<file path="config.mk">
export PLATFORM = sky130hd
export DESIGN_NAME = line_arbiter
export DESIGN_NICKNAME = d
export VERILOG_FILES = /design/src/verilog/mem_pkg.sv /design/src/verilog/line_arbiter.sv
export SDC_FILE = /design/constraint.sdc
export NUM_CORES = 1
export LEC_CHECK = 0
export ABC_AREA = 1
export BUFFER_PORTS_ARGS = -buffer_cell sky130_fd_sc_hd__buf_2
export CORE_AREA = 2 2 643 645
export DETAILED_ROUTE_END_ITERATION = 8
export DIE_AREA = 0 0 645 647
export HOLD_SLACK_MARGIN = 0.15
export SYNTH_ARGS = -nofsm -noshare
export SYNTH_HDL_FRONTEND = slang
export SYNTH_SLANG_ARGS = --single-unit
</file>
<file path="constraint.sdc">
create_clock -name clk -period 1.3 [get_ports clk]
set_input_delay 0.065 -clock clk [delete_from_list [all_inputs] [get_ports clk]]
set_output_delay 0.065 -clock clk [all_outputs]
set_load 0.01 [all_outputs]
</file>
<file path="src/verilog/mem_pkg.sv">
`default_nettype none

package mem_pkg;

    // line and burst geometry
    localparam int LINE_BITS      = 256;                    // one cache line
    localparam int BURST_BITS     = 64;                     // one bmem beat
    localparam int BEATS_PER_LINE = LINE_BITS / BURST_BITS; // beats per line transfer

    // word request from a requester to its first-level cache
    typedef struct packed {
        logic [31:0] addr;      // byte address
        logic        read;
        logic        write;
        logic [3:0]  wmask;     // byte enables for writes
        logic [31:0] wdata;
    } word_req_t;

    // line request from a cache toward memory
    typedef struct packed {
        logic [31:0]          addr;  // line aligned
        logic                 read;
        logic                 write;
        logic [LINE_BITS-1:0] wdata; // victim line on write-back
    } line_req_t;

endpackage

`default_nettype wire

</file>
<file path="src/verilog/line_arbiter.sv">
`timescale 1ns/1ps
`default_nettype none

// shares the single line path between instruction and data caches
module line_arbiter (
    input  logic                          clk,
    input  logic                          rst,
    input  mem_pkg::line_req_t            ireq_i,
    input  mem_pkg::line_req_t            dreq_i,
    output logic [mem_pkg::LINE_BITS-1:0] irdata_o,
    output logic [mem_pkg::LINE_BITS-1:0] drdata_o,
    output logic                          iresp_o,
    output logic                          dresp_o,
    output mem_pkg::line_req_t            req_o,
    input  logic [mem_pkg::LINE_BITS-1:0] rdata_i,
    input  logic                          resp_i
);

    localparam logic OWNER_I = 1'b0;
    localparam logic OWNER_D = 1'b1;

    logic busy_q;   // path granted
    logic owner_q;  // who holds the grant
    logic ipend;
    logic dpend;

    assign ipend = ireq_i.read || ireq_i.write;
    assign dpend = dreq_i.read || dreq_i.write;

    always_ff @(posedge clk) begin
        if (rst) begin
            busy_q  <= 1'b0;
            owner_q <= OWNER_I;
        end else if (!busy_q) begin
            if (dpend) begin           // data cache first
                busy_q  <= 1'b1;
                owner_q <= OWNER_D;
            end else if (ipend) begin
                busy_q  <= 1'b1;
                owner_q <= OWNER_I;
            end
        end else if (resp_i) begin
            busy_q <= 1'b0;           // release on line done
        end
    end

    // granted request out, strobes only while busy
    always_comb begin
        req_o       = (owner_q == OWNER_D) ? dreq_i : ireq_i;
        req_o.read  = req_o.read && busy_q;
        req_o.write = req_o.write && busy_q;
    end

    assign irdata_o = rdata_i;
    assign drdata_o = rdata_i;

    // resp goes back to the owner only
    assign iresp_o = resp_i && busy_q && (owner_q == OWNER_I);
    assign dresp_o = resp_i && busy_q && (owner_q == OWNER_D);

endmodule

`default_nettype wire

</file>
==> results.sh, run 1 <==
export IMPL_clkSinkCount=2
export IMPL_place_area_um2=15970
export IMPL_synth_top_area_share=0.5107
export IMPL_synth_cell_area_um2=7717
export IMPL_syn_inst=1463
export IMPL_cts_root_buf="clkbuf_16"
export IMPL_status="aborted with a tool error"
export IMPL_haltStage="5_1_grt"
export IMPL_die_w_um=645
export IMPL_grt_max_degree=80
export IMPL_syn_nets=2302
export IMPL_yosysSeqAreaShare=0.005188
export IMPL_cts_htree_levels=1
export IMPL_rows=236
export IMPL_overflow=1
export IMPL_ys_warn_count=0
export IMPL_error="[ERROR GRT-0232] Routing congestion too high. Check the congestion heatmap in the GUI."
export IMPL_initial_core_util=0.01878
export IMPL_cts_made_buffers=3
export IMPL_port_buffers=874
export IMPL_die_h_um=647
export IMPL_clockBufferDepth=2
export IMPL_synthDistinctLibCells=12
export IMPL_synth_area_per_cell_um2=5.275
export IMPL_ys_ff_latch=2
export IMPL_hpwl_um=360100
export IMPL_yosysTopAreaCell="buf_4"
export IMPL_gp_congestion=0.8634
export IMPL_ios=1643
export IMPL_synth_area_leaders="buf_4 (51%), nand2_1 (42%), buf_6 (3.4%)"
export IMPL_track_usage=0.1761
-- routing by layer --
layer,track usage,GRT overflow
met2,0.2549,1
met1,0.1303,0
met3,0.2267,0
met5,0.006938,0
met4,0.08362,0
-- per-stage QoR --
stage,utilization,hold slack [ns],worst slack (ns),std cells
3_3_place_gp,0.03886,0.1301,-0.3286,7271
3_5_place_dp,0.03886,0.1301,-0.3334,7271
4_1_cts,0.04554,0.1503,-0.4940,7473
2_1_floorplan,-,0.1341,0.3115,1463
-- cell families after synthesis --
family | after synthesis | share of synthesized area
AND/OR/NAND/NOR | 876 | 0.4267
buffers and inverters | 580 | 0.5649
flip-flops | 2 | 0.005188
AO/OA/AOI/OAI | 5 | 0.003242
-- what timing repair did --
item                                    4_1_cts
buffers inserted                             10
pin swaps                                    14
hold buffers                                182
endpoints found under the setup margin      291
resized for setup                           169
endpoints found under the hold margin       296
cloned                                        6
-- synth_stat cells --
cell      number
nand2_1      866
buf_4        525
buf_2         29
buf_6         23
nor2_1         8
o21ai_0        4
dfxtp_1        2
inv_1          2
a21oi_1        1
inv_4          1
nand3_1        1
nand3b_1       1
==> inputs of run 2 (changes only) <==
Settings changed: HOLD_SLACK_MARGIN 0.15 to default, PLACE_DENSITY_LB_ADDON from default to 0.15.
==> run 2 against run 1 <==
Against the previous run: the flow now finishes, with violations (negative setup slack); synthesized cell count unchanged; area after synthesis unchanged.
==> results.sh, run 2 <==
export IMPL_crit_type="flop to primary output"
export IMPL_grt_max_degree=45
export IMPL_drtIter0Drc=756
export IMPL_via_count=13450
export IMPL_synth_area_leaders="buf_4 (51%), nand2_1 (42%), buf_6 (3.4%)"
export IMPL_crit_reg2reg_capture="owner_q"
export IMPL_slew_headroom=0.7466
export IMPL_routed_via_density=1.816
export IMPL_gp_congestion=0.9503
export IMPL_synth_cell_area_um2=7717
export IMPL_grt_antenna_before_repair=290
export IMPL_yosysSeqAreaShare=0.005188
export IMPL_finalCritPeriodShare=1.354
export IMPL_grt_pass1_vias=12300
export IMPL_hold_buffers=0
export IMPL_clockBufferDepth=2
export IMPL_yosysTopAreaCell="buf_4"
export IMPL_final_cell_mix="buf_2 (630), nand2_1 (382), nand2_4 (253)"
export IMPL_cp_arrival_ns=1.70
export IMPL_status="finished, violations left"
export IMPL_hold_end="owner_q"
export IMPL_synth_most_common_cell="nand2_1"
export IMPL_synth_top_area_share=0.5107
export IMPL_power_leakage_nw=9.209
export IMPL_critPathMaxStageDelay_ns=0.36
export IMPL_violations="negative setup slack"
export IMPL_rows=236
export IMPL_wl_per_cell_um=38.72
export IMPL_cts_tree="yes"
export IMPL_drive_gt1_frac=0.7917
export IMPL_insertion_delay_ns=0.23
export IMPL_p_per_area_nw_per_um2=557.6
export IMPL_dr_pass1_iters=5
export IMPL_grt_first_pass_wirelength_um=306600
export IMPL_top_regs="busy_q (1), owner_q (1)"
export IMPL_ys_async_sr_fraction=0
export IMPL_core_area_um2=411000
export IMPL_critPathRequiredTime_ns=1.24
export IMPL_port_buffers=874
export IMPL_ios=1643
export IMPL_synth_area_per_cell_um2=5.275
export IMPL_cts_root_buf="clkbuf_16"
export IMPL_crit_fanout=6
export IMPL_drc=0
export IMPL_hpwl_um=262200
export IMPL_fin_nets=2741
export IMPL_syn_nets=2302
export IMPL_cts_made_buffers=3
export IMPL_synthTopCellsByCount="nand2_1 (866), buf_4 (525), buf_2 (29)"
export IMPL_critPathLaunchType="flop"
export IMPL_setup_ws_ns=-0.4600
export IMPL_setup_tns_ns=-102.68
export IMPL_period_minus_slack_ns=1.760
export IMPL_overflow=0
export IMPL_fin_hold_ws_ns=0.02482
export IMPL_initial_core_util=0.01878
export IMPL_r2r_slack_ns=0.34
export IMPL_min_path_type="input pin to flop"
export IMPL_area_growth_syn_to_layout_pct=197.9
export IMPL_rr_worst_depth=4
export IMPL_peakVddDrop_v=0.0003719
export IMPL_ys_ff_latch=2
export IMPL_path_buf_inv=5
export IMPL_setup_violations_final=291
export IMPL_slew_violations=0
export IMPL_max_freq_mhz=568.2
export IMPL_clk_pin_slew_ns=0.03
export IMPL_ys_warn_count=0
export IMPL_hold_viol_final=0
export IMPL_dieArea_um2=417300
export IMPL_maxCapViolations=0
export IMPL_track_usage=0.1290
export IMPL_cts_htree_levels=1
export IMPL_rsz0062_at_grt="yes"
export IMPL_die_w_um=645
export IMPL_synth_ff_type="dfxtp_1"
export IMPL_tightestPinTransition_ns=0.3801
export IMPL_clkSinkCount=2
export IMPL_routed_wl_um=286800
export IMPL_mostFrequentLayoutCell="buf_2"
export IMPL_finClkSkew_ns=0.003769
export IMPL_hp_start="rst"
export IMPL_synth_edf_count=0
export IMPL_cp_slowest_cell="dfxtp_4"
export IMPL_synthDistinctLibCells=12
export IMPL_r2r_start="owner_q"
export IMPL_antenna_left=0
export IMPL_die_h_um=647
export IMPL_endpoint_kind="primary output"
export IMPL_min_path_cells=2
export IMPL_syn_inst=1463
export IMPL_critPathTopFamily="buffers and inverters"
export IMPL_path_cells="buf_12 > inv_16 > buf_16 > buf_6 > nand2_1 > nand2_2 > buf_12"
export IMPL_cp_common_cell="buf_12"
==> run 2: per-layer routing <==
layer	GRT usage	share of wire
met1	0.1019	0.28
met2	0.2065	0.44
met3	0.1422	0.23
met4	0.03979	0.043
met5	0.005782	0.0038
==> run 2: report_power, final <==
group | switching [mW] | internal [mW] | total [mW]
combinational | 7.07 | 5.19 | 12.3
sequential | 0.00819 | 0.0672 | 0.0754
clock | 0.0785 | 0.404 | 0.482
total | 7.16 | 5.66 | 12.8
==> run 2: cell type report <==
type	count	area, um2
clock buffer	4	78.83
sequential	2	43.79
timing repair buffer	1011	9673
inverter	3	27.53
antenna	32	80.08
multi-input combinational	881	6236
tap	5474	6849
fill	48790	388000
==> run 2: worst max-delay path by stage <==
stage	start	to	slack, ns	cells past startpoint
after detailed placement	owner_q	req_o[171]	-0.76	6
after floorplan	owner_q	req_o[257]	0.31	6
after global routing	owner_q	req_o[256]	-0.49	8
after CTS	owner_q	req_o[136]	-0.46	7
final	owner_q	req_o[194]	-0.46	7
after global placement	owner_q	req_o[171]	-0.75	6
==> run 2: metrics by stage <==
step / setup slack [ns] / instance area (um2) / std cells / utilization / power [mW]
6_report: -0.4600 / 22990 / 7407 / 0.05593 / 12.82
5_1_grt: -0.4856 / 22940 / 7387 / 0.05581 / 13.69
4_1_cts: -0.4647 / 19900 / 7337 / 0.04841 / 11.52
3_5_place_dp: -0.7558 / 17350 / 7282 / 0.04220 / 9.345
3_3_place_gp: -0.7463 / 17350 / 7282 / 0.04220 / 9.390
2_1_floorplan: 0.3115 / 7717 / 1463 / - / 3.606
==> run 2: cell families after synthesis <==
| kind of cell | synth area share |
|---|---|
| AOI/OAI and AO/OA | 0.003242 |
| buffers and inverters | 0.5649 |
| DFF | 0.005188 |
| and+or+nand+nor | 0.4267 |
==> run 2: repair_timing <==
item / 4_1_cts / 5_1_grt
pin swaps: 35 / 124
hold endpoints to repair: 0 / 0
cloned: 18 / 22
resized for setup: 450 / 629
endpoints found under the setup margin: 291 / 292
setup buffers: 33 / 24
==> run 2: worst register-to-register path, stage by stage, from the launching register on <==
cell and delay (ns):
dfxtp_4 0.38, buf_4 0.17, buf_4 0.14, nand2_1 0.05
a21oi_1 0.13
No activity file was read; power rests on OpenSTA's default activity.
==> inputs of run 3 (changes only) <==
Settings changed: PLACE_DENSITY from default to 0.3, PLACE_DENSITY_LB_ADDON 0.15 to default.
==> run 3 against run 2 <==
Against the previous run: utilization grew 0.13 points; largest cell class unchanged; critical path type unchanged; worst setup slack gained 0.010 ns; combinational power is essentially flat; the run still ends with negative setup slack left; wire length grew 13%; first-iteration DRC count grew 44%; largest power group unchanged; cell area grew 2.3%; flip-flop and latch count is the same; fmax grew 0.58%.
==> results.sh, run 3 (synthesis results as in run 2) <==
export IMPL_die_w_um=645
export IMPL_insertion_delay_ns=0.22
export IMPL_overflow=0
export IMPL_slew_headroom=0.7248
export IMPL_final_cell_mix="buf_2 (638), nand2_1 (382), nand2_4 (265)"
export IMPL_grt_pass1_vias=12810
export IMPL_cp_arrival_ns=1.68
export IMPL_clk_pin_slew_ns=0.03
export IMPL_startpoint="owner_q"
export IMPL_ios=1643
export IMPL_grt_antenna_before_repair=244
export IMPL_routed_via_density=1.891
export IMPL_clockBufferDepth=2
export IMPL_fin_nets=2787
export IMPL_core_area_um2=411000
export IMPL_wl_per_cell_um=43.10
export IMPL_endpoint_kind="primary output"
export IMPL_cts_root_buf="clkbuf_16"
export IMPL_mostFrequentLayoutCell="buf_2"
export IMPL_tightestPinTransition_ns=0.4129
export IMPL_rows=236
export IMPL_cts_tree="yes"
export IMPL_clkSinkCount=2
export IMPL_setup_ws_ns=-0.4499
export IMPL_slew_violations=0
export IMPL_peakVddDrop_v=0.0003241
export IMPL_dieArea_um2=417300
export IMPL_area_growth_syn_to_layout_pct=204.8
export IMPL_finClkSkew_ns=0.001405
export IMPL_drive_gt1_frac=0.7946
export IMPL_setup_violations_final=292
export IMPL_r2r_slack_ns=0
export IMPL_maxCapViolations=0
export IMPL_routed_wl_um=324900
export IMPL_period_minus_slack_ns=1.750
export IMPL_cts_made_buffers=3
export IMPL_top_regs="busy_q (1), owner_q (1)"
export IMPL_track_usage=0.1483
export IMPL_critPathRequiredTime_ns=1.24
export IMPL_min_path_type="input pin to flop"
export IMPL_rr_worst_depth=4
export IMPL_drc=0
export IMPL_final_cell_area_um2=23520
export IMPL_crit_path_end="req_o[141]"
export IMPL_critPathLaunchType="flop"
export IMPL_via_count=14260
export IMPL_crit_type="flop to primary output"
export IMPL_grt_max_degree=33
export IMPL_place_area_um2=17180
export IMPL_hpwl_um=304600
export IMPL_fin_hold_ws_ns=0.1236
export IMPL_max_freq_mhz=571.5
export IMPL_p_per_area_nw_per_um2=545.8
export IMPL_die_h_um=647
export IMPL_status="finished, violations left"
export IMPL_cts_htree_levels=1
export IMPL_hp_start="rst"
export IMPL_port_buffers=874
export IMPL_drtIter0Drc=1089
export IMPL_initial_core_util=0.01878
export IMPL_violations="negative setup slack"
export IMPL_r2r_start="owner_q"
export IMPL_finalCritPeriodShare=1.346
export IMPL_dr_pass1_iters=6
export IMPL_nFillCells=48750
export IMPL_crit_reg2reg_capture="owner_q"
export IMPL_rsz0062_at_grt="yes"
export IMPL_grt_first_pass_wirelength_um=351600
export IMPL_gp_congestion=0.9690
export IMPL_power_leakage_nw=9.620
export IMPL_hold_viol_final=0
export IMPL_antenna_left=0
export IMPL_crit_fanout=7
-- run 3: cell types whose count changed in the layout (fill, tap and decap cells not counted), sizes merged --
cell / previous run / this run
diode: 32 / 118
buf: 989 / 1044
clkbuf: 26 / 14
bufbuf: 0 / 3
-- run 3: layer usage --
metal / track usage / part of all wire / up-vias
met3: 0.1843 / 0.26 / 739
met4: 0.05632 / 0.046 / 150
met2: 0.2340 / 0.44 / 2331
met1: 0.1025 / 0.24 / 6105
li1: - / - / 4934
met5: 0.01966 / 0.0053 / -
-- run 3: how the worst min path moves through the flow --
stage               endpoint  slack (ns)  cells past startpoint
3_5_place_dp   drdata_o[175]        0.13                      0
4_1_cts               busy_q        0.13                      3
5_1_grt        drdata_o[175]        0.13                      0
2_1_floorplan        owner_q        0.13                      1
6_report              busy_q        0.12                      3
3_3_place_gp   drdata_o[175]        0.13                      0
-- run 3: metrics by stage --
step           TNS (ns)  setup WS [ns]  total power [mW]  utilization  std cells
3_5_place_dp     -69.42        -0.7112             9.143      0.04179       7315
3_3_place_gp     -74.91        -0.7381             9.261      0.04179       7315
6_report        -101.49        -0.4499             12.84      0.05722       7539
5_1_grt         -116.85        -0.5088             13.52      0.05704       7510
4_1_cts         -117.26        -0.5127             11.59      0.04929       7384
2_1_floorplan         0         0.3115             3.606            -       1463
-- run 3: critical path: stages, from the launching register on --
cell and delay [ns]:
dfxtp_4 0.44, buf_12 0.16, buf_16 0.16, buf_16 0.17, clkbuf_16 0.17, nand2_2 0.05, nand2_2 0.10, buf_12 0.14
-- run 3: repair_timing --
item                                    4_1_cts  5_1_grt
hold buffers                                  0        0
gates resized for setup                     525      658
setup buffers                                43       41
pin swaps                                    77      133
endpoints found under the setup margin      293      293
cloned                                       22        9
-- run 3: area by class of cell --
cell class / count / area [um2] / share of cell area
sequential: 2 / 43.79 / 0.001862
tap: 5474 / 6849 / 0.2912
antenna: 118 / 295.3 / 0.01256
timing repair buffer: 1057 / 9838 / 0.4183
inverter: 3 / 27.53 / 0.001170
multi-input combinational: 881 / 6386 / 0.2715
clock buffer: 4 / 78.83 / 0.003352
-- run 3: report_power, final --
part	total (mW)	internal, mW	switching (mW)
Combinational	12.3	5.17	7.11
Sequential	0.0819	0.0673	0.0146
Clock	0.477	0.404	0.0730
Total	12.8	5.64	7.19
