`config.mk`:
```
export PLATFORM = sky130hd
export DESIGN_NAME = cacheline_adaptor
export DESIGN_NICKNAME = d
export VERILOG_FILES = /design/src/verilog/mem_pkg.sv /design/src/verilog/cacheline_adaptor.sv
export SDC_FILE = /design/constraint.sdc
export NUM_CORES = 1
export LEC_CHECK = 0
export BUFFER_PORTS_ARGS = -buffer_cell sky130_fd_sc_hd__buf_2
export CAP_MARGIN = 20
export CELL_PAD_IN_SITES_DETAIL_PLACEMENT = 1
export CELL_PAD_IN_SITES_GLOBAL_PLACEMENT = 2
export CORE_AREA = 10 10 266 268
export CTS_BUF_LIST = sky130_fd_sc_hd__clkbuf_2 sky130_fd_sc_hd__clkbuf_4 sky130_fd_sc_hd__clkbuf_8
export DETAILED_ROUTE_END_ITERATION = 6
export DIE_AREA = 0 0 276 278
export GPL_TIMING_DRIVEN = 0
export PLACE_DENSITY = 0.59
export SYNTH_ARGS = -nofsm -noshare
export SYNTH_HDL_FRONTEND = slang
export SYNTH_SLANG_ARGS = --single-unit
```
`constraint.sdc`:
```
create_clock -name clk -period 7.5 [get_ports clk]
set_clock_uncertainty 0.05 [all_clocks]
set_input_delay 0.75 -clock clk [delete_from_list [all_inputs] [get_ports clk]]
set_output_delay 0.75 -clock clk [all_outputs]
set_load 0.01 [all_outputs]
```
`src/verilog/mem_pkg.sv`:
```
`default_nettype none

package mem_pkg;

    // line and burst geometry
    localparam int LINE_BITS      = 256;                    // one cache line
    localparam int BURST_BITS     = 64;                     // one bmem beat
    localparam int BEATS_PER_LINE = LINE_BITS / BURST_BITS; // beats per line transfer

    // word request from a requester to its first-level cache
    typedef struct packed {
        logic [31:0] addr;      // byte address
        logic        read;
        logic        write;
        logic [3:0]  wmask;     // byte enables for writes
        logic [31:0] wdata;
    } word_req_t;

    // line request from a cache toward memory
    typedef struct packed {
        logic [31:0]          addr;  // line aligned
        logic                 read;
        logic                 write;
        logic [LINE_BITS-1:0] wdata; // victim line on write-back
    } line_req_t;

endpackage

`default_nettype wire

```
`src/verilog/cacheline_adaptor.sv`:
```
`timescale 1ns/1ps
`default_nettype none

// line transfers as four 64-bit bursts on bmem
module cacheline_adaptor (
    input  logic                           clk,
    input  logic                           rst,
    input  mem_pkg::line_req_t             req_i,
    output logic [mem_pkg::LINE_BITS-1:0]  rdata_o,
    output logic                           resp_o,
    output logic [31:0]                    bmem_addr_o,
    output logic                           bmem_read_o,
    output logic                           bmem_write_o,
    output logic [mem_pkg::BURST_BITS-1:0] bmem_wdata_o,
    input  logic [mem_pkg::BURST_BITS-1:0] bmem_rdata_i,
    input  logic                           bmem_resp_i
);

    localparam int BEAT_W = $clog2(mem_pkg::BEATS_PER_LINE);

    localparam logic [1:0] A_IDLE  = 2'd0;
    localparam logic [1:0] A_READ  = 2'd1;
    localparam logic [1:0] A_WRITE = 2'd2;

    logic [1:0]                    state_q;
    logic [BEAT_W-1:0]             beat_q;
    logic                          done_q;
    logic [31:0]                   addr_q;
    logic [mem_pkg::LINE_BITS-1:0] buf_q;   // line shift register
    logic                          start_rd;
    logic                          start_wr;
    logic                          busy;
    logic                          last_beat;

    // done_q masks the request still held in the resp cycle
    assign start_rd  = (state_q == A_IDLE) && !done_q && req_i.read;
    assign start_wr  = (state_q == A_IDLE) && !done_q && req_i.write && !req_i.read;
    assign busy      = (state_q == A_READ) || (state_q == A_WRITE);
    assign last_beat = busy && bmem_resp_i && (beat_q == BEAT_W'(mem_pkg::BEATS_PER_LINE - 1));

    // control state
    always_ff @(posedge clk) begin
        if (rst) begin
            state_q <= A_IDLE;
            beat_q  <= '0;
            done_q  <= 1'b0;
        end else begin
            done_q <= last_beat;              // resp one cycle after 4th beat
            if (start_rd) begin
                state_q <= A_READ;
                beat_q  <= '0;
            end else if (start_wr) begin
                state_q <= A_WRITE;
                beat_q  <= '0;
            end else if (busy && bmem_resp_i) begin
                beat_q <= beat_q + 1'b1;
                if (last_beat) begin
                    state_q <= A_IDLE;
                end
            end
        end
    end

    // address and line data
    always_ff @(posedge clk) begin
        if (start_rd || start_wr) begin
            addr_q <= req_i.addr;
        end
        if (start_wr) begin
            buf_q <= req_i.wdata;
        end else if (busy && bmem_resp_i) begin
            // lowest beat first in both directions
            buf_q <= {bmem_rdata_i, buf_q[mem_pkg::LINE_BITS-1:mem_pkg::BURST_BITS]};
        end
    end

    assign bmem_addr_o  = addr_q;
    assign bmem_read_o  = (state_q == A_READ);
    assign bmem_write_o = (state_q == A_WRITE);
    assign bmem_wdata_o = buf_q[mem_pkg::BURST_BITS-1:0]; // current beat

    assign rdata_o = buf_q;
    assign resp_o  = done_q;

endmodule

`default_nettype wire

```
==> metrics.yaml, run 1 <==
run_status:
  outcome: "complete, no violations"
routing:
  vias: 8935
  drc: 0
  routed_via_density: 3.80
  antenna_left: 0
  wirelength_um: 56300
  wl_per_cell_um: 23.9
  drtIter0Drc: 451
  drt_pass1_iterations: 4
critical_path:
  crit_chain: "inv_1 -> ha_1 -> nand3b_4 -> or2_1 -> buf_6 -> buf_6 -> buf_6 -> nand2_8 -> buf_16"
  crit_required_ns: 7.72
  crit_top_cell: "buf_6"
  end_kind: "flop"
  cp_slowest_cell: "buf_16"
  cpPeakStageDelay_ns: 0.38
  critPathLaunchType: "flop"
  critPathMaxFanout: 107
  critPathArrivalTime_ns: 3.09
  worstSetupPathType: "flop to flop"
timing:
  drv_slew: 0
  setup_ws_ns: 4.63
  fmax_mhz: 349
  timing.final.crit_share: 0.382
  tightestPinTransition_ns: 0.804
  slew_headroom: 0.464
  tns_ns: 0
  hold_viol: 0
  fin_crit_ns: 2.87
  rsz0062_at_grt: "no"
  setup_violations: 0
synthesis:
  yosysMostFrequentCell: "edfxtp_1"
  synth_largest_area_cell: "edfxtp_1"
  synth_flop_cell: "edfxtp_1"
  synthArstFlopShare: 0
  syn-num-nets: 1025
  synthCells: 664
  synth_commonest_cells: "edfxtp_1, mux2_4, buf_4"
  avgSynthCellArea_um2: 20.3
  ys_ff_latch: 293
  syn-cell-area_mm2: 0.0135
  netlist.area_leader.share: 0.640
  synth_area_leaders: "edfxtp_1, mux2_4, buf_4"
  yosysSeqAreaShare: 0.648
  synth.distinct_cells: 23
  synth_edf_count: 288
  yosysWarnings: 0
global_routing:
  first_global_vias: 10100
  grt_overflow_total: 0
  grt_max_degree: 108
  grt_pass1_wl_um: 77400
  track_usage: 0.139
  antenna_found_initial: 11
die:
  core_mm2: 0.0654
  top_level_ports: 712
  die_h_um: 278
  die_x_um: 276
  initial_utilization: 0.206
  dieArea_mm2: 0.0767
  rows: 94
cells_and_area:
  nets: 1798
  drive_gt1_frac: 0.781
  num-fill-cells: 7170
  synthToLayoutAreaGrowth_pct: 43.5
  regArea_mm2: 0.00875
  multi_input_area_mm2: 0.00392
power:
  power_per_cell_area_mw_per_mm2: 252
  p_leak_nw: 9.00
  vdd_drop_max_mv: 0.138
placed_design:
  post-place-ws_ns: 4.40
  dp_hpwl_um: 45800
  place.gp.congestion: 0.831
  port_buffers: 711
clocking:
  cts_buffers: 57
  clock_path_buffers: 3
  cts_tree: "done"
  post_cts_resized: 0
  hold_buffers: 0
  cts-root-buf: "clkbuf_8"
  cts.sinks: 293
  post_cts_buffers: 0
  ctsHtreeMaxLevel: 2
  clkLatencyLatePin_ns: 0.67
  path_clk_slew_ns: 0.06
job:
  cap_violations: 0
min_path:
  hp-class: "input pin to flop"
## metrics by stage
stage          utilization  hold slack, ns  cells  total power (W)  area, µm²
6_report             0.296           0.203   2349          0.00488      19400
5_1_grt              0.296           0.128   2347          0.00513      19400
4_1_cts              0.296           0.108   2341          0.00499      19400
3_5_place_dp         0.279           0.459   2242          0.00331      18200
3_3_place_gp         0.277           0.444   2239          0.00333      18100
2_1_floorplan            -           0.411    664          0.00280      13500
## worst paths after layout
check,start,endpoint,slack [ns],cells after the start
min,req_i[287],bmem_addr_o[29],0.20,1
max reg2reg,state_q[0],rdata_o[17],4.63,9
min reg2reg,state_q[1],state_q[1],0.48,2
max,state_q[0],rdata_o[17],4.63,9
## sequential cells by signal, summed over array words and instances, names as in the netlist
name	count
rdata_o	256
resp_o	1
beat_q	2
bmem_addr_o	32
state_q	2
## report_power, final
part | internal, W | total, W | switching [W]
clock | 0.000875 | 0.00163 | 0.000756
combinational | 0.000538 | 0.00106 | 0.000519
sequential | 0.00208 | 0.00219 | 0.000112
total | 0.00349 | 0.00488 | 0.00139
## cell usage in the layout (no fill, tap or decap)
master	n
xor2_1	1
nand2_1	2
buf_16	3
a32oi_1	1
buf_2	713
inv_1	2
nor3_1	2
o21a_1	1
nand2_8	1
nor2_1	2
clkbuf_8	57
clkbuf_4	18
buf_8	11
diode_2	8
clkinv_1	11
nor2b_1	1
bufinv_16	2
a221oi_1	1
buf_6	15
buf_4	64
nand3_1	1
ha_1	4
mux2_2	27
clkinv_4	2
dfxtp_1	5
edfxtp_1	288
clkinv_2	6
mux2_4	229
nand3b_4	1
buf_12	1
inv_12	3
or2_1	1
mux2i_1	1
## critical path, delay by kind of cell, from the launching register on
family | cells | cell delay (ns)
buffers and inverters | 5 | 0.98
and+or+nand+nor | 3 | 0.65
DFF | 1 | 0.33
adders and majority gates | 1 | 0.21
## routing by layer
metal / GRT usage / routed length (µm) / vias up
met5: 0 / 54 / -
met3: 0.0456 / 4210 / 85
met2: 0.257 / 30200 / 360
li1: - / - / 4068
met4: 0.0455 / 1420 / 8
met1: 0.145 / 20400 / 4414
## kinds of logic after synthesis
group	synth area share
DFF	0.648
muxes	0.278
buffers and inverters	0.0631
and+or+nand+nor	0.00491
adders and majority gates	0.00371
AOI/OAI and AO/OA	0.00185
xor gates and xnor gates	0.000649
## final cells by class
| class | instances | share of cell area |
|---|---|---|
| diodes | 8 | 0.00103 |
| repair buffers | 714 | 0.188 |
| clock buffers | 75 | 0.0475 |
| inverters | 2 | 0.000387 |
| multi-input cells | 276 | 0.202 |
| flip-flops and latches | 293 | 0.451 |
| plain buffers | 93 | 0.0436 |
| well taps | 864 | 0.0558 |
| clock inverters | 24 | 0.0102 |
(Power assumes the default switching activity.)
==> run 2: changes to the inputs <==
==> constraint.sdc (replaced) <==
create_clock -name clk -period 2.3 [get_ports clk]
set_clock_uncertainty 0.05 [all_clocks]
set_input_delay 0.23 -clock clk [delete_from_list [all_inputs] [get_ports clk]]
set_output_delay 0.23 -clock clk [all_outputs]
set_load 0.01 [all_outputs]
==> run 2 against run 1 <==
Critical path depth did not move; register-to-register slack worse by 4.5 ns; core utilization increased by 5.8 points; clock-buffer cell count up 7; cell area up 19%; highest routed layer is now met4; die area unchanged; flip-flop and latch count is the same; maximum frequency increased by 31%.
==> metrics.yaml, run 2 (synthesis gave the netlist of run 1 again) <==
run_status:
  outcome: "complete, no violations"
cells_and_area:
  nets: 2163
  largest_reg_flops: 256
  final_cell_mix: "buf_2, dlygate4sd3_1, edfxtp_1, mux2_4, buf_4"
  synthToLayoutAreaGrowth_pct: 71.4
  drive_gt1_frac: 0.636
  finalNonFillerCells: 2714
  stdcell_area_mm2: 0.0231
  final_common_cell: "buf_2"
power:
  power_per_cell_area_mw_per_mm2: 717
  p_leak_nw: 10.6
  power_w: 0.0166
  vdd_drop_max_mv: 0.400
timing:
  hold_viol: 0
  tns_ns: 0
  drv_slew: 0
  setup_violations: 0
  slew_headroom: 0.622
  timing.final.crit_share: 0.953
  tightestPinTransition_ns: 0.566
  rsz0062_at_grt: "no"
  fin_crit_ns: 2.19
  fmax_mhz: 456
routing:
  wl_per_cell_um: 22.6
  vias: 10500
  routed_via_density: 3.88
  wirelength_um: 61400
  drtIter0Drc: 450
  antenna_left: 0
  drt_pass1_iterations: 4
  drc: 0
die:
  dieArea_mm2: 0.0767
  rows: 94
  top_level_ports: 712
  initial_utilization: 0.206
  die_x_um: 276
  core_mm2: 0.0654
  die_h_um: 278
clocking:
  cts.sinks: 293
  clkLatencyLatePin_ns: 0.63
  ctsHtreeMaxLevel: 2
  path_clk_slew_ns: 0.06
  cts-root-buf: "clkbuf_8"
  cts_tree: "done"
  cts_buffers: 56
  clock_path_buffers: 3
placed_design:
  place_area_mm2: 0.0183
  port_buffers: 711
  dp_hpwl_um: 44700
  dp_cells: 2242
  place.gp.congestion: 0.836
global_routing:
  grt_pass1_wl_um: 87200
  antenna_found_initial: 3
  grt_overflow_total: 0
  track_usage: 0.152
  grt_max_degree: 54
  first_global_vias: 12500
min_path:
  hp-class: "input pin to flop"
  hold_depth: 2
  hold_start: "req_i[263]"
critical_path:
  r2r_cells: 9
  critPathLaunchType: "flop"
  ff2ff_setup_slack_ns: 0.11
  cp-startpoint: "state_q[1]"
  crit_required_ns: 2.59
  end_kind: "flop"
  worstSetupPathType: "flop to flop"
  critPathMaxFanout: 21
  critPathArrivalTime_ns: 2.48
  r2r_start: "state_q[1]"
job:
  cap_violations: 0
[run 2: cell count changes in the layout (fill, tap and decap cells not counted), sizes merged]
cell | previous run | this run
clkbuf | 75 | 82
clkinv | 19 | 16
buf | 807 | 812
inv | 5 | 4
nand2 | 3 | 5
dlygate4sd3 | 0 | 357
bufbuf | 0 | 2
bufinv | 2 | 1
diode | 8 | 3
clkinvlp | 0 | 2
[run 2: area by class of cell]
class	instances	area (µm²)
clock buffer	82	985
inverter	2	7.51
antenna	3	7.51
buffer	92	842
clock inverter	21	138
sequential	293	8750
tap	864	1080
multi-input combinational	278	3960
timing repair buffer	1079	7370
fill	7056	42300
[run 2: final timing paths]
check | endpoint
setup / recovery | rdata_o[220]
hold / removal | bmem_addr_o[5]
setup reg to reg | rdata_o[220]
hold reg to reg | beat_q[1]
[run 2: routing by layer]
metal / GRT usage / part of all wire / vias up
li1: - / - / 4799
met1: 0.152 / 0.35 / 5208
met2: 0.296 / 0.56 / 410
met3: 0.0417 / 0.065 / 110
met4: 0.0562 / 0.031 / 0
met5: 0 / 0 / -
[run 2: timing repair]
item,4_1_cts,5_1_grt
endpoints found under the hold margin,293,0
gates cloned,6,0
pin swaps,1,0
hold buffers,357,0
setup buffers,6,0
resized for setup,5,2
endpoints found under the setup margin,197,43
[run 2: power by group]
| group | total (W) | internal, W | leakage, nW | switching (W) |
|---|---|---|---|---|
| clock network | 0.00531 | 0.00286 | 0.597 | 0.00245 |
| registers | 0.00715 | 0.00678 | 2.77 | 0.000373 |
| logic | 0.00413 | 0.00225 | 7.22 | 0.00188 |
[run 2: stage by stage]
stage                     worst slack, ns   util  hold slack (ns)
after floorplan                    -0.389      -            0.245
after global placement              -1.16  0.278            0.358
after detailed placement           -0.565  0.279            0.359
after CTS                          0.0505  0.355            0.168
after global routing               0.0334  0.354            0.198
final                               0.109  0.354            0.247
[run 2: critical path, stage by stage (launching register included)]
cell,delay (ns)
dfxtp_2,0.34
inv_2,0.08
ha_4,0.14
nand3b_4,0.08
or2_1,0.24
buf_6,0.14
buf_12,0.18
nand2_8,0.17
buf_12,0.17
bufbuf_16,0.29
==> run 3: changes to the inputs <==
--- a/config.mk
+++ b/config.mk
@@ -5,16 +5,18 @@
 export SDC_FILE = /design/constraint.sdc
 export NUM_CORES = 1
 export LEC_CHECK = 0
+export ABC_AREA = 1
+export ABC_CLOCK_PERIOD_IN_PS = 2300
 export BUFFER_PORTS_ARGS = -buffer_cell sky130_fd_sc_hd__buf_2
 export CAP_MARGIN = 20
 export CELL_PAD_IN_SITES_DETAIL_PLACEMENT = 1
 export CELL_PAD_IN_SITES_GLOBAL_PLACEMENT = 2
-export CORE_AREA = 10 10 266 268
+export CORE_AREA = 10 10 272 274
 export CTS_BUF_LIST = sky130_fd_sc_hd__clkbuf_2 sky130_fd_sc_hd__clkbuf_4 sky130_fd_sc_hd__clkbuf_8
 export DETAILED_ROUTE_END_ITERATION = 6
-export DIE_AREA = 0 0 276 278
+export DIE_AREA = 0 0 282 284
 export GPL_TIMING_DRIVEN = 0
-export PLACE_DENSITY = 0.59
+export PLACE_DENSITY = 0.63
 export SYNTH_ARGS = -nofsm -noshare
 export SYNTH_HDL_FRONTEND = slang
 export SYNTH_SLANG_ARGS = --single-unit
==> run 3 against run 2 <==
Hold slack lost 0.12 ns; combinational power fell by 13%; sequential power fell by 2%; clock-buffer cell count did not move; critical endpoint is now rdata_o[252]; largest power group unchanged.
==> metrics.yaml, run 3 <==
run_status:
  outcome: "complete, no violations"
global_routing:
  busiest_layer: "met2"
  track_usage: 0.168
  grt_max_degree: 69
  grtUsageMet3: 0.0478
  antenna_found_initial: 4
  grt_overflow_total: 0
  first_global_vias: 14700
  grt_pass1_wl_um: 99700
  met1_usage: 0.179
  use_met2: 0.308
cells_and_area:
  regArea_mm2: 0.00875
  synthToLayoutAreaGrowth_pct: 74.8
  drive_gt1_frac: 0.394
  utilization: 0.330
  final_cell_mix: "nand2_1, buf_2, dlygate4sd3_1, edfxtp_1, buf_4"
  num-fill-cells: 7992
  nets: 2714
  largest_reg_flops: 256
  final_common_cell: "nand2_1"
  multi_input_area_mm2: 0.00313
routing:
  drt_pass1_iterations: 4
  antenna_left: 0
  vias: 13000
  drtIter0Drc: 546
  routed_via_density: 3.95
  drc: 0
  wl_per_cell_um: 21.4
  wirelength_um: 70200
critical_path:
  r2r_start: "state_q[0]"
  end_kind: "flop"
  crit_required_ns: 2.73
  crit_top_cell: "nand2_1"
  critPathMaxFanout: 10
  worstSetupPathType: "flop to flop"
  critPathArrivalTime_ns: 2.61
  cp_slowest_cell: "dlygate4sd3_1"
  critPathLaunchType: "flop"
  cp-startpoint: "state_q[0]"
  cpPeakStageDelay_ns: 0.58
  crit_chain: "inv_2 -> ha_4 -> nand3_1 -> nor2_4 -> clkbuf_4 -> nand2_1 -> nand2_1 -> dlygate4sd3_1"
clocking:
  clock_path_buffers: 3
  cts.sinks: 293
  clkLatencyLatePin_ns: 0.65
  path_clk_slew_ns: 0.06
  cts_buffers: 58
  cts-root-buf: "clkbuf_8"
  cts_tree: "done"
  ctsHtreeMaxLevel: 2
timing:
  slew_headroom: 0.498
  setup_violations: 0
  fmax_mhz: 459
  tightestPinTransition_ns: 0.753
  drv_slew: 0
  setup_ws_ns: 0.121
  hold_viol: 0
  timing.final.crit_share: 0.947
  fin_crit_ns: 2.18
placed_design:
  port_buffers: 711
  place.gp.congestion: 0.834
  dp_hpwl_um: 52500
  post-place-ws_ns: -0.427
synthesis:
  syn-cell-area_mm2: 0.0129
  syn-num-nets: 1575
  synth_commonest_cells: "nand2_1, edfxtp_1, buf_4"
  synthCells: 1214
  synth_area_leaders: "edfxtp_1, nand2_1, buf_6"
  netlist.area_leader.share: 0.671
  synth.distinct_cells: 17
  avgSynthCellArea_um2: 10.6
  synthArstFlopShare: 0
  yosysSeqAreaShare: 0.678
  synth_largest_area_cell: "edfxtp_1"
  yosysMostFrequentCell: "nand2_1"
  ys_ff_latch: 293
  yosysWarnings: 0
  synth_edf_count: 288
  synth_flop_cell: "edfxtp_1"
min_path:
  hold_start: "req_i[58]"
  hp-class: "input pin to flop"
power:
  p_leak_nw: 10.8
  power_per_cell_area_mw_per_mm2: 707
  vdd_drop_max_mv: 0.488
die:
  die_x_um: 282
  rows: 96
  die_h_um: 284
  initial_utilization: 0.189
  core_mm2: 0.0683
  top_level_ports: 712
  dieArea_mm2: 0.0801
job:
  cap_violations: 0
==> run 3: changes by cell type after synthesis, moves of 2 or more <==
cell | before | now
mux2_4 | 229 | 0
buf_8 | 11 | 0
nand3_1 | 1 | 4
a21oi_1 | 0 | 2
mux2_2 | 27 | 0
inv_1 | 2 | 7
nor3_1 | 2 | 0
nand2_1 | 3 | 776
buf_4 | 64 | 67
buf_6 | 15 | 49
==> run 3: through the flow <==
step	TNS [ns]	std cells	area (µm²)	total power [W]	hold slack (ns)
final	0	3286	22500	0.0159	0.126
after global routing	-0.000654	3286	22500	0.0168	0.103
after CTS	0	3277	22400	0.0162	0.0440
after detailed placement	-60.06	2810	17700	0.0102	0.359
after global placement	-216.30	2807	17600	0.0101	0.357
after floorplan	-24.89	1214	12900	0.00844	0.242
==> run 3: worst paths after layout <==
| path | to | slack [ns] | cells after the start |
|---|---|---|---|
| setup / recovery | rdata_o[252] | 0.12 | 8 |
| hold reg to reg | state_q[1] | 0.43 | 2 |
| hold / removal | rdata_o[58] | 0.13 | 3 |
| setup reg to reg | rdata_o[252] | 0.12 | 8 |
==> run 3: kinds of logic (layout without fill, tap and decap cells) <==
family / Yosys count / in the layout / synth area share
and+or+nand+nor: 786 / 789 / 0.231
DFF: 293 / 293 / 0.678
buffers and inverters: 127 / 1310 / 0.0853
adders and majority gates: 4 / 4 / 0.00388
AOI/OAI and AO/OA: 3 / 3 / 0.00116
xor gates and xnor gates: 1 / 1 / 0.000679
other: 0 / 4 / 0
==> run 3: power by group <==
part           switching (W)  internal [W]  leakage, nW
logic                0.00199       0.00161         7.38
registers           0.000346       0.00669         2.79
clock network        0.00246       0.00284        0.590
==> run 3: what timing repair did <==
action,in CTS,in global routing
setup buffers,0,4
setup endpoints to repair,177,63
cloned,4,1
gates resized for setup,1,10
hold endpoints to repair,292,0
hold buffers,356,0
pin swaps,1,3
==> run 3: layout make-up <==
class,instances,share of cell area
diodes,4,0.000444
plain buffers,120,0.0492
clock buffers,82,0.0434
clock inverters,25,0.00633
inverters,7,0.00117
multi-input cells,797,0.139
flip-flops and latches,293,0.388
well taps,882,0.0489
repair buffers,1076,0.324
==> run 3: layer usage <==
metal	wire length, µm	vias up
met1	26200	6197
met3	4900	120
li1	-	6160
met2	36800	490
met4	2330	0
met5	0	-
==> run 3: worst max-delay path, delay by kind of cell, from the launching register on <==
family,cells,cell delay [ns]
adder cells (fa/ha/maj),1,0.14
flip-flops,1,0.34
AND/OR/NAND/NOR,4,0.50
buffers and inverters,3,0.99
